File: config.mk
export PLATFORM = sky130hd
export DESIGN_NAME = index_order_check
export DESIGN_NICKNAME = d
export VERILOG_FILES = /design/src/equihash_pkg.sv /design/src/index_order_check.sv
export SDC_FILE = /design/constraint.sdc
export NUM_CORES = 1
export LEC_CHECK = 0
export BUFFER_PORTS_ARGS = -buffer_cell sky130_fd_sc_hd__clkbuf_2
export CAP_MARGIN = 20
export CORE_MARGIN = 2
export CORE_UTILIZATION = 65
export DETAILED_ROUTE_END_ITERATION = 8
export PLACE_DENSITY = 0.84
export SLEW_MARGIN = 20
export SYNTH_ARGS = -nofsm -noshare
export SYNTH_HDL_FRONTEND = slang
export SYNTH_SLANG_ARGS = --single-unit
File: constraint.sdc
create_clock -name i_clk -period 6 [get_ports i_clk]
set_clock_uncertainty 0.2 [all_clocks]
set_input_delay 0.6 -clock i_clk [delete_from_list [all_inputs] [get_ports i_clk]]
set_output_delay 0.6 -clock i_clk [all_outputs]
set_load 0.005 [all_outputs]
File: src/equihash_pkg.sv
// Solution geometry and result mask bit positions for the index list verifier
`default_nettype none

package equihash_pkg;

  // Width of one packed index in the solution stream
  localparam int SOL_BITS = 12;

  // Number of indices carried by one solution
  localparam int SOL_LIST_LEN = 16;

  // Depth of the binary tree built over the index list
  localparam int SOL_LEVELS = $clog2(SOL_LIST_LEN);

  // The indices are packed back to back with no padding
  localparam int SOL_BYTES = SOL_LIST_LEN * SOL_BITS / 8;

  // Width of the result mask with one flag per failed rule
  localparam int MASK_BITS = 3;

  // Some index value occurs more than once
  localparam int MASK_DUPLICATE = 0;

  // A left block does not start below its right neighbour at some tree level
  localparam int MASK_BAD_ORDER = 1;

  // The stream was not SOL_BYTES long, or it stopped inside an index
  localparam int MASK_BAD_LENGTH = 2;

endpackage

`default_nettype wire

File: src/index_order_check.sv
// Tree ordering check over the index stream of one solution
`default_nettype none
`timescale 1ns/1ps

module index_order_check (
  input  logic                              i_clk,
  input  logic                              i_rst,
  input  logic [equihash_pkg::SOL_BITS-1:0] i_idx,
  input  logic                              i_idx_valid,
  input  logic                              i_idx_last,
  output logic                              o_ready,
  output logic                              o_done,
  output logic                              o_bad
);

  // Position of the incoming index within the solution
  logic [equihash_pkg::SOL_LEVELS-1:0] pos_q;
  // First index of the most recent left block at each level
  logic [equihash_pkg::SOL_BITS-1:0]   first_q [equihash_pkg::SOL_LEVELS];
  // Compare result of the open pair at each level, kept until the pair is complete
  logic [equihash_pkg::SOL_LEVELS-1:0] cmp_bad_q;
  logic [equihash_pkg::SOL_LEVELS-1:0] cmp_bad_nx;
  logic                                bad_q;
  logic                                bad_now;

  // Nothing here ever stalls
  assign o_ready = 1'b1;

  // At level l a pair spans 2^(l+1) indices. The right block starts halfway through the pair
  // and the pair is complete on its last index; for l = 0 both are the same index
  always_comb begin
    cmp_bad_nx = cmp_bad_q;
    bad_now    = 1'b0;
    for (int l = 0; l < equihash_pkg::SOL_LEVELS; l++) begin
      if ((pos_q & ((2 << l) - 1)) == (1 << l)) begin
        cmp_bad_nx[l] = (first_q[l] >= i_idx);
      end
      if ((pos_q & ((2 << l) - 1)) == ((2 << l) - 1)) begin
        bad_now = bad_now | cmp_bad_nx[l];
      end
    end
  end

  always_ff @(posedge i_clk) begin
    if (i_rst) begin
      pos_q     <= '0;
      cmp_bad_q <= '0;
      bad_q     <= 1'b0;
      o_done    <= 1'b0;
      o_bad     <= 1'b0;
    end else begin
      o_done <= i_idx_last;
      if (i_idx_valid) begin
        pos_q     <= pos_q + 1'b1;
        cmp_bad_q <= cmp_bad_nx;
        bad_q     <= bad_q | bad_now;
      end
      if (i_idx_last) begin
        // A short solution simply never completes its upper pairs
        o_bad <= bad_q | (i_idx_valid & bad_now);
        pos_q <= '0;
        bad_q <= 1'b0;
      end
    end
  end

  // Left block starts are where the low l+1 position bits are all zero
  always_ff @(posedge i_clk) begin
    if (i_idx_valid) begin
      for (int l = 0; l < equihash_pkg::SOL_LEVELS; l++) begin
        if ((pos_q & ((2 << l) - 1)) == 0) begin
          first_q[l] <= i_idx;
        end
      end
    end
  end

endmodule

`default_nettype wire

==> flow_metrics.env <==
export IMPL_status="complete, no violations"
export IMPL_startpoint="i_idx[10]"
export IMPL_cts_hold_buf=0
export IMPL_cts_resized=0
export IMPL_grt_setup_unrepaired="no"
export IMPL_end_kind="register"
export IMPL_viasPerCell=6.09
export IMPL_start_util=0.689
export IMPL_hold_violations=0
export IMPL_netlist_area_um2=3060
export IMPL_period_needed_ps=2340
export IMPL_die_h_um=72.6
export IMPL_setup_ws_ps=3660
export IMPL_crit_slowest_cell="or4b_4"
export IMPL_synth_flop_cell="edfxtp_1"
export IMPL_synth_seq_area_share=0.536
export IMPL_htree_levels=3
export IMPL_r2r_end="first_q[2][3]"
export IMPL_worstSkewPairLatency_ps=340
export IMPL_drt_iter0_drc=149
export IMPL_maxCapViolCount=0
export IMPL_fin_crit_sh=0.391
export IMPL_setup_tns_ps=0
export IMPL_fp_dieArea_um2=5270
export IMPL_wire_per_inst_um=17.7
export IMPL_holdWs_ps=293
export IMPL_core_area_um2=4440
export IMPL_tritoncts="built"
export IMPL_synthArstFlopShare=0
export IMPL_grt_pass1_wl_um=9150
export IMPL_synth_distinct_cells=45
export IMPL_grt_overflow_total=0
export IMPL_critPathKind="in2reg"
export IMPL_synth_area_leader_cell="edfxtp_1"
export IMPL_yosys_top_cells_area="edfxtp_1 47%, ha_1 21%, dfxtp_1 6.5%"
export IMPL_ant_nets=0
export IMPL_rows=24
export IMPL_syn_area_per_cell_um2=12.9
export IMPL_worst_hold_path_type="in2reg"
export IMPL_n_antenna_cell=0
export IMPL_synth_ff_latch_count=58
export IMPL_path_cells="clkbuf_2 > inv_1 > ha_1 > a21oi_1 > a21boi_1 > or4b_4 > a32oi_1 > and3_4 > o22ai_2"
export IMPL_num_vias=1943
export IMPL_cp_endpoint="o_bad"
export IMPL_clock_sinks=58
export IMPL_max_stage_delay_ps=510
export IMPL_area_delta_synth_final_pct=11.2
export IMPL_cts_inserted_buffers=9
export IMPL_final_nets=330
export IMPL_r2r_cells=5
export IMPL_cts_root_buf="clkbuf_8"
export IMPL_p_total_w=0.000969
export IMPL_synth_common_cells="52 x ha_1, 48 x edfxtp_1, 21 x inv_1"
export IMPL_powerDensity_nw_per_um2=285
export IMPL_finalWirelength_um=5640
export IMPL_gp_congestion=0.889
export IMPL_worst_pin_slew_ps=803
export IMPL_cts_setup_buffers=0
export IMPL_drive_gt1_frac=0.165
export IMPL_port_buffers=17
export IMPL_clockBufferDepth=2
export IMPL_critPathLaunchType="input port"
export IMPL_pre_cts_ws_ps=3320
export IMPL_synth_fp_nets=306
export IMPL_cp_required_ps=6020
export IMPL_setup_viol=0
export IMPL_leakagePower_nw=1.47
export IMPL_relSlewSlack=0.463
export IMPL_antenna_found_initial=0
export IMPL_drt_pass1_iter_count=4
export IMPL_drv_slew=0
export IMPL_regToRegSetupSlack_ps=3690
export IMPL_fmax_ghz=0.427
export IMPL_grt_max_degree=14
export IMPL_fp_dieW_um=72.6
export IMPL_clk_pin_slew_ps=60
export IMPL_dpl_hpwl_um=4150
export IMPL_cp_max_fo=5
export IMPL_ios=19
export IMPL_holdPathStages=1
export IMPL_grt_usage=0.241
export IMPL_drcViolationCount=0
export IMPL_synth_top_cell_area_share=0.471
export IMPL_peakVddDrop_mv=0.335
export IMPL_synth_edf_count=48
export IMPL_yosys_warnings=0
export IMPL_synth_most_common_cell="ha_1"
export IMPL_r2r_start="pos_q[0]"
export IMPL_grt_pass1_vias=1917
export IMPL_syn_inst=238
export IMPL_arrival_ps=2360
==> power breakdown <==
part           switching [W]  internal, W
Clock               0.000149     0.000242
Combinational      0.0000656    0.0000426
Sequential        0.00000775     0.000462
==> area by class of cell <==
class,instances,area [um2]
sequential,58,1640
fill,302,1040
clock inverter,6,80.1
tap,52,65.1
multi-input combinational,154,1310
clock buffer,10,138
inverter,21,78.8
timing repair buffer,18,92.6
==> registers in the layout, summed over array words and instances, names as in the netlist <==
signal     flops
first_q       48
cmp_bad_q      3
o_bad          1
o_done         1
pos_q          4
bad_q          1
==> cell usage in the layout, fill, tap and decap left out, drive strengths merged, types with 2 or more instances in the layout <==
master	count
ha	52
a311oi	2
nand2	8
mux2i	2
nor3	5
a21o	6
o21ai	4
o21a	4
bufinv	2
nand4	8
nor2	14
nand2b	4
inv	21
clkbuf	27
a31oi	2
clkinv	4
dfxtp	10
a21oi	16
a211oi	3
o22ai	2
nand3	3
edfxtp	48
==> critical path: cells and delay by family <==
| kind | cells | cell delay [ps] |
|---|---|---|
| compound gates | 4 | 470 |
| fa+ha+maj | 1 | 340 |
| buf+inv | 2 | 220 |
| simple gates | 2 | 730 |
==> cells by family after synthesis <==
logic type | Yosys count | synth area share
flops | 58 | 0.536
mux | 2 | 0.00654
other cells | 1 | 0.00123
xor+xnor | 2 | 0.00572
fa+ha+maj | 52 | 0.213
compound gates | 49 | 0.113
buf+inv | 26 | 0.0405
simple gates | 48 | 0.0842
==> through the flow <==
stage               area, um2  std cells  utilization
floorplan                3060        238            -
global placement         3180        303        0.715
detailed placement       3180        303        0.716
CTS                      3400        319        0.765
global route             3400        319        0.766
finish                   3400        319        0.766
==> routing by layer <==
metal	routed length, um	track usage	share of wire	up-vias
met4	71	0.117	0.013	0
met3	346	0.0552	0.061	6
met1	2380	0.314	0.42	932
met5	0	0	0	-
met2	2840	0.384	0.50	59
li1	-	-	-	946
==> worst min-delay path by stage <==
stage | startpoint | end | slack [ps]
final | i_idx[11] | first_q[2][11] | 290
after global routing | i_idx[11] | first_q[2][11] | 290
after CTS | i_idx[11] | first_q[2][11] | 290
after detailed placement | o_bad | o_bad | 280
after global placement | o_bad | o_bad | 280
after floorplan | o_bad | o_bad | 280
No activity file was read; power rests on OpenSTA's default activity.
