<file path="config.mk">
export PLATFORM = sky130hd
export DESIGN_NAME = sol_unpack
export DESIGN_NICKNAME = d
export VERILOG_FILES = /design/src/equihash_pkg.sv /design/src/sol_unpack.sv
export SDC_FILE = /design/constraint.sdc
export NUM_CORES = 1
export LEC_CHECK = 0
export ABC_CLOCK_PERIOD_IN_PS = 4340
export BUFFER_PORTS_ARGS = -buffer_cell sky130_fd_sc_hd__buf_2
export CAP_MARGIN = 20
export CORE_ASPECT_RATIO = 1.1
export CORE_MARGIN = 4
export CORE_UTILIZATION = 55
export CTS_CLUSTER_DIAMETER = 200
export DETAILED_ROUTE_END_ITERATION = 8
export MAX_ROUTING_LAYER = met4
export PLACE_DENSITY = 0.77
export SLEW_MARGIN = 20
export SYNTH_ARGS = -nofsm -noshare
export SYNTH_HDL_FRONTEND = slang
export SYNTH_SLANG_ARGS = --single-unit
</file>
<file path="constraint.sdc">
create_clock -name i_clk -period 4.34 [get_ports i_clk]
set_input_delay 0.434 -clock i_clk [delete_from_list [all_inputs] [get_ports i_clk]]
set_output_delay 0.434 -clock i_clk [all_outputs]
set_load 0.01 [all_outputs]
</file>
<file path="src/equihash_pkg.sv">
// Solution geometry and result mask bit positions for the index list verifier
`default_nettype none

package equihash_pkg;

  // Width of one packed index in the solution stream
  localparam int SOL_BITS = 12;

  // Number of indices carried by one solution
  localparam int SOL_LIST_LEN = 16;

  // Depth of the binary tree built over the index list
  localparam int SOL_LEVELS = $clog2(SOL_LIST_LEN);

  // The indices are packed back to back with no padding
  localparam int SOL_BYTES = SOL_LIST_LEN * SOL_BITS / 8;

  // Width of the result mask with one flag per failed rule
  localparam int MASK_BITS = 3;

  // Some index value occurs more than once
  localparam int MASK_DUPLICATE = 0;

  // A left block does not start below its right neighbour at some tree level
  localparam int MASK_BAD_ORDER = 1;

  // The stream was not SOL_BYTES long, or it stopped inside an index
  localparam int MASK_BAD_LENGTH = 2;

endpackage

`default_nettype wire

</file>
<file path="src/sol_unpack.sv">
// Byte stream to index stream unpacker with a stream length check
`default_nettype none
`timescale 1ns/1ps

module sol_unpack (
  input  logic                              i_clk,
  input  logic                              i_rst,
  input  logic [7:0]                        i_data,
  input  logic                              i_valid,
  input  logic                              i_last,
  input  logic                              i_order_ready,
  input  logic                              i_dup_ready,
  input  logic                              i_mask_valid,
  output logic                              o_ready,
  output logic [equihash_pkg::SOL_BITS-1:0] o_idx,
  output logic                              o_idx_valid,
  output logic                              o_idx_last,
  output logic                              o_len_done,
  output logic                              o_len_bad
);

  // Partial index, shifted in most significant bit first
  logic [equihash_pkg::SOL_BITS-1:0]                part_q;
  logic [equihash_pkg::SOL_BITS-1:0]                part_nx;
  logic [$clog2(equihash_pkg::SOL_BITS+1)-1:0]      bit_cnt_q;
  logic [$clog2(equihash_pkg::SOL_BITS+1)-1:0]      bit_cnt_nx;
  logic [equihash_pkg::SOL_BITS-1:0]                idx_new;
  logic                                             idx_done;
  // Saturates, so an over-long stream can never wrap back onto SOL_BYTES
  logic [$clog2(equihash_pkg::SOL_BYTES+1)-1:0]     byte_cnt_q;
  logic [$clog2(equihash_pkg::SOL_LIST_LEN+1)-1:0]  sent_cnt_q;
  logic                                             started_q;
  logic                                             wait_q;
  logic                                             idx_full_q;
  logic                                             idx_last_q;
  logic                                             idx_end_q;
  logic                                             sinks_ready;
  logic                                             accept;
  logic                                             emit;

  // Walk the byte one bit at a time; with SOL_BITS >= 8 at most one index completes
  always_comb begin
    part_nx    = part_q;
    bit_cnt_nx = bit_cnt_q;
    idx_new    = part_q;
    idx_done   = 1'b0;
    for (int b = 7; b >= 0; b--) begin
      part_nx    = {part_nx[equihash_pkg::SOL_BITS-2:0], i_data[b]};
      bit_cnt_nx = bit_cnt_nx + 1'b1;
      if (bit_cnt_nx == equihash_pkg::SOL_BITS) begin
        idx_new    = part_nx;
        idx_done   = 1'b1;
        bit_cnt_nx = '0;
      end
    end
  end

  assign sinks_ready = i_order_ready & i_dup_ready;
  assign o_ready     = started_q & ~wait_q & ~idx_full_q & ~idx_end_q;
  assign accept      = i_valid & o_ready;

  // Anything past SOL_LIST_LEN indices belongs to an over-long stream and is dropped
  assign emit = idx_done & (sent_cnt_q < equihash_pkg::SOL_LIST_LEN);

  // Both checkers must see a beat on the same cycle, so it is only shown when both can take it.
  // An end beat without an index closes a short or long stream whose last byte held no index
  assign o_idx_valid = idx_full_q & sinks_ready;
  assign o_idx_last  = ((idx_full_q & idx_last_q) | idx_end_q) & sinks_ready;

  // Length verdict on the cycle the final byte is taken
  assign o_len_done = accept & i_last;
  assign o_len_bad  = (byte_cnt_q + 1 != equihash_pkg::SOL_BYTES) || (bit_cnt_nx != '0);

  always_ff @(posedge i_clk) begin
    if (i_rst) begin
      started_q  <= 1'b0;
      wait_q     <= 1'b0;
      idx_full_q <= 1'b0;
      idx_last_q <= 1'b0;
      idx_end_q  <= 1'b0;
      bit_cnt_q  <= '0;
      byte_cnt_q <= '0;
      sent_cnt_q <= '0;
    end else begin
      started_q <= 1'b1;
      if (i_mask_valid) begin
        wait_q <= 1'b0;
      end
      if ((idx_full_q | idx_end_q) & sinks_ready) begin
        idx_full_q <= 1'b0;
        idx_end_q  <= 1'b0;
      end
      if (accept) begin
        bit_cnt_q <= bit_cnt_nx;
        if (byte_cnt_q != '1) begin
          byte_cnt_q <= byte_cnt_q + 1'b1;
        end
        if (emit) begin
          idx_full_q <= 1'b1;
          idx_last_q <= i_last;
          sent_cnt_q <= sent_cnt_q + 1'b1;
        end
        if (i_last) begin
          // Input stays blocked until the result mask for this solution is out
          wait_q     <= 1'b1;
          bit_cnt_q  <= '0;
          byte_cnt_q <= '0;
          sent_cnt_q <= '0;
          if (!emit) begin
            if (sent_cnt_q == '0) begin
              // With no whole index at all a zero index still closes the solution
              idx_full_q <= 1'b1;
              idx_last_q <= 1'b1;
            end else begin
              idx_end_q <= 1'b1;
            end
          end
        end
      end
    end
  end

  always_ff @(posedge i_clk) begin
    if (accept) begin
      part_q <= part_nx;
    end
    if (accept && emit) begin
      o_idx <= idx_new;
    end else if (accept && i_last && sent_cnt_q == '0) begin
      o_idx <= '0;
    end
  end

endmodule

`default_nettype wire
</file>
==> metrics.cfg <==
[timing]
slew_headroom_pct = 54.34
fin_crit_sh_pct = 102.4
finalHoldViolCount = 0
fin_ws_ns = -0.1036
rsz0062_at_grt = yes
fin_crit_ns = 4.444
worst-slew-pin-transition_ns = 0.6833
setup-violations-final = 1
slew_viol_final = 0
finalClockSkew_ns = 0.008257
fmax_mhz = 225.0

[worst_setup_path]
crit_required_ns = 3.91
cpMostUsedCell = o211ai_1
cp_cell_sequence = ha_4 > xnor2_1 > o221ai_1 > o211ai_1 > o2111a_2 > o211ai_1 > a32o_2 > or2_4 > mux2_4 > nor3_4 > xor2_1 > nor2_1 > o31ai_2 > nand3_1 > buf_2
start_kind = register
slowest_stage = dfxtp_4
arrival_ns = 4.01
worstSetupEndpointType = output pin
reg2reg_from = bit_cnt_q[1]$_SDFFE_PP0P_
setup.worst_path.start = bit_cnt_q[1]$_SDFFE_PP0P_
max_stage_delay_ns = 0.38
worstSetupPathType = register to output pin
cp_max_fo = 10
worst-r2r-setup-slack_ns = 0.16

[yosys]
ys_top_cells_by_area = edfxtp_1 20%, mux2i_1 14%, dfxtp_1 10%
syn_nets = 458
synth_edf_count = 24
yosysMostFrequentCell = mux2i_1
synth_cell_type_count = 67
syn_inst = 432
yosysTopAreaCellShare_pct = 19.71
synth_top_area_cell = edfxtp_1
avgSynthCellArea_um2 = 8.463
synthArstFlopShare_pct = 0
syn_area_um2 = 3656
synth_seq_cells = 43
synthTopCellsByCount = 51 x mux2i_1, 48 x nor2_1, 39 x nand2_1
synth_warnings = 0
ys_seq_area_share_pct = 30.12
synth-main-ff-cell = edfxtp_1

[global_routing]
track_usage_pct = 23.89
grt_pass1_vias = 3258
antenna_found_initial = 0
grt_max_degree = 26
grt_pass1_wl_um = 15370
gr-total-overflow = 0

[place]
place.gp.congestion = 0.8277
place_area_um2 = 3908
port-buffer-count = 31
dp.cells = 530
post-dp-hpwl_um = 6415

[die]
ios = 32
std_cell_rows = 30
die_y_um = 93.51
core_area_um2 = 6306
chipWidth_um = 85.74
dieArea_um2 = 8017
start_util_pct = 57.98

[clock_network]
hold_buffers = 0
clock_latency_ns = 0.30
cts_buffer_depth = 2
path_clk_slew_ns = 0.09
htreeDepth = 2
cts-root-buf = clkbuf_8
numCtsBuffers = 5
cts_sinks = 43
cts_tree = yes

[routing]
ant_nets = 0
wirelength_um = 9282
wl_per_cell_um = 16.91
vias = 3426
drtIter0Drc = 207
drcViolationCount = 0
viasPerCell = 6.240
drt_pass1_iterations = 5

[pwr]
clkPwrFrac_pct = 30.5
switching_share_pct = 27.76
p_sw_mw = 0.2335
combPwrFrac_pct = 15.2
seqPwrFrac_pct = 54.3
p_leak_nw = 1.735
power.density_nw_per_um2 = 200.1
p_int_mw = 0.6077
peakVddDrop_uv = 170.3

[flow_run]
max_cap_viol_count = 0

[hold_path]
hold_class = input port to register
min_from = i_data[0]

[finish]
nFillCells = 501
layout-drive-gt1-share_pct = 22.39
multi_input_comb_area_um2 = 2436
fin_area_um2 = 4203
area.sequential_um2 = 1110
area_growth_pct = 14.96
num_antenna_cells = 0
fin_cells = 549
nNetsFinal = 494

[run_status]
violations = negative setup slack
outcome = finished, violations left

cell usage in the layout (no fill, tap or decap), types with 4 or more instances in the layout:
cell type	instances
and3_1	4
buf_4	30
edfxtp_1	24
nand2_1	38
a211oi_1	12
ha_1	7
xor2_1	5
nand3b_1	4
nor2_1	47
nand4_1	5
nand3_1	18
buf_2	31
xnor2_1	7
o211ai_1	5
clkbuf_8	5
o21ai_1	5
dfxtp_1	16
nor3_1	5
mux2i_1	51
a21oi_1	27
inv_1	16
o21ai_0	32
cell families after synthesis:
| family | Yosys count | synth area share [%] |
|---|---|---|
| and+or+nand+nor | 147 | 19.82 |
| adders and majority gates | 11 | 3.764 |
| xor gates and xnor gates | 14 | 3.936 |
| muxes | 52 | 14.27 |
| AOI/OAI and AO/OA | 115 | 21.25 |
| buffers and inverters | 50 | 6.844 |
| DFF | 43 | 30.12 |
flip-flops by register name (all words and copies together) (netlist names):
register and count:
byte_cnt_q 5, idx_last_q 1, bit_cnt_q 4, idx_full_q 1, part_q 12, o_idx 12
wait_q 1, started_q 1, idx_end_q 1, sent_cnt_q 5
cell type report:
| cell class | count | share of cell area [%] |
|---|---|---|
| clock inverter | 2 | 0.2977 |
| clock buffer | 6 | 1.727 |
| timing repair buffer | 63 | 9.795 |
| tap | 80 | 2.382 |
| sequential | 43 | 26.41 |
| inverter | 16 | 1.429 |
| multi-input combinational | 339 | 57.96 |
through the flow:
stage | hold WS, ns | utilization, % | TNS (ns) | setup WS (ns) | power (mW)
floorplan | 0.4244 | - | 0 | 0.1027 | 0.5460
global placement | 0.4638 | 61.96 | 0 | 0.08732 | 0.5808
detailed placement | 0.4804 | 61.96 | -0.8577 | -0.1459 | 0.5842
CTS | 0.3216 | 65.81 | 0 | 0.0001905 | 0.8415
global route | 0.3336 | 66.65 | -0.2536 | -0.2536 | 0.8771
finish | 0.3323 | 66.65 | -0.1036 | -0.1036 | 0.8412
timing repair:
action | in CTS | in global routing
pin swaps | 11 | 2
endpoints found under the setup margin | 17 | 29
resized for setup | 28 | 11
setup buffers | 9 | 2
worst paths after layout:
path,cells after the start,end
worst max-delay path,15,o_len_bad
worst max register to register,15,o_idx[8]$_SDFFCE_PN0P_
worst min-delay path,1,part_q[0]$_DFFE_PP_
worst min register to register,2,wait_q$_SDFF_PP0_
power by group through the flow:
stage	combinational (mW)	clock, mW	sequential, mW
3_3_place_gp	0.114	0	0.466
4_1_cts	0.123	0.260	0.458
2_1_floorplan	0.0846	0	0.461
6_report	0.128	0.257	0.457
3_5_place_dp	0.117	0	0.467
5_1_grt	0.141	0.277	0.458
metal layers:
layer	share of wire, %	track usage [%]	vias up
met5	0	-	-
met4	1.4	5.673	0
met3	4.9	3.524	20
met2	53	42.81	94
met1	41	28.12	1654
li1	-	-	1658
critical path, delay by kind of cell, from the launching register on:
family                   cells  cell delay (ns)
AO/OA/AOI/OAI                6             1.37
XOR/XNOR                     2             0.51
multiplexers                 1             0.32
adder cells (fa/ha/maj)      1             0.20
flip-flops                   1             0.38
AND/OR/NAND/NOR              4             0.77
buffers and inverters        1             0.15
No activity file was read; power rests on OpenSTA's default activity.
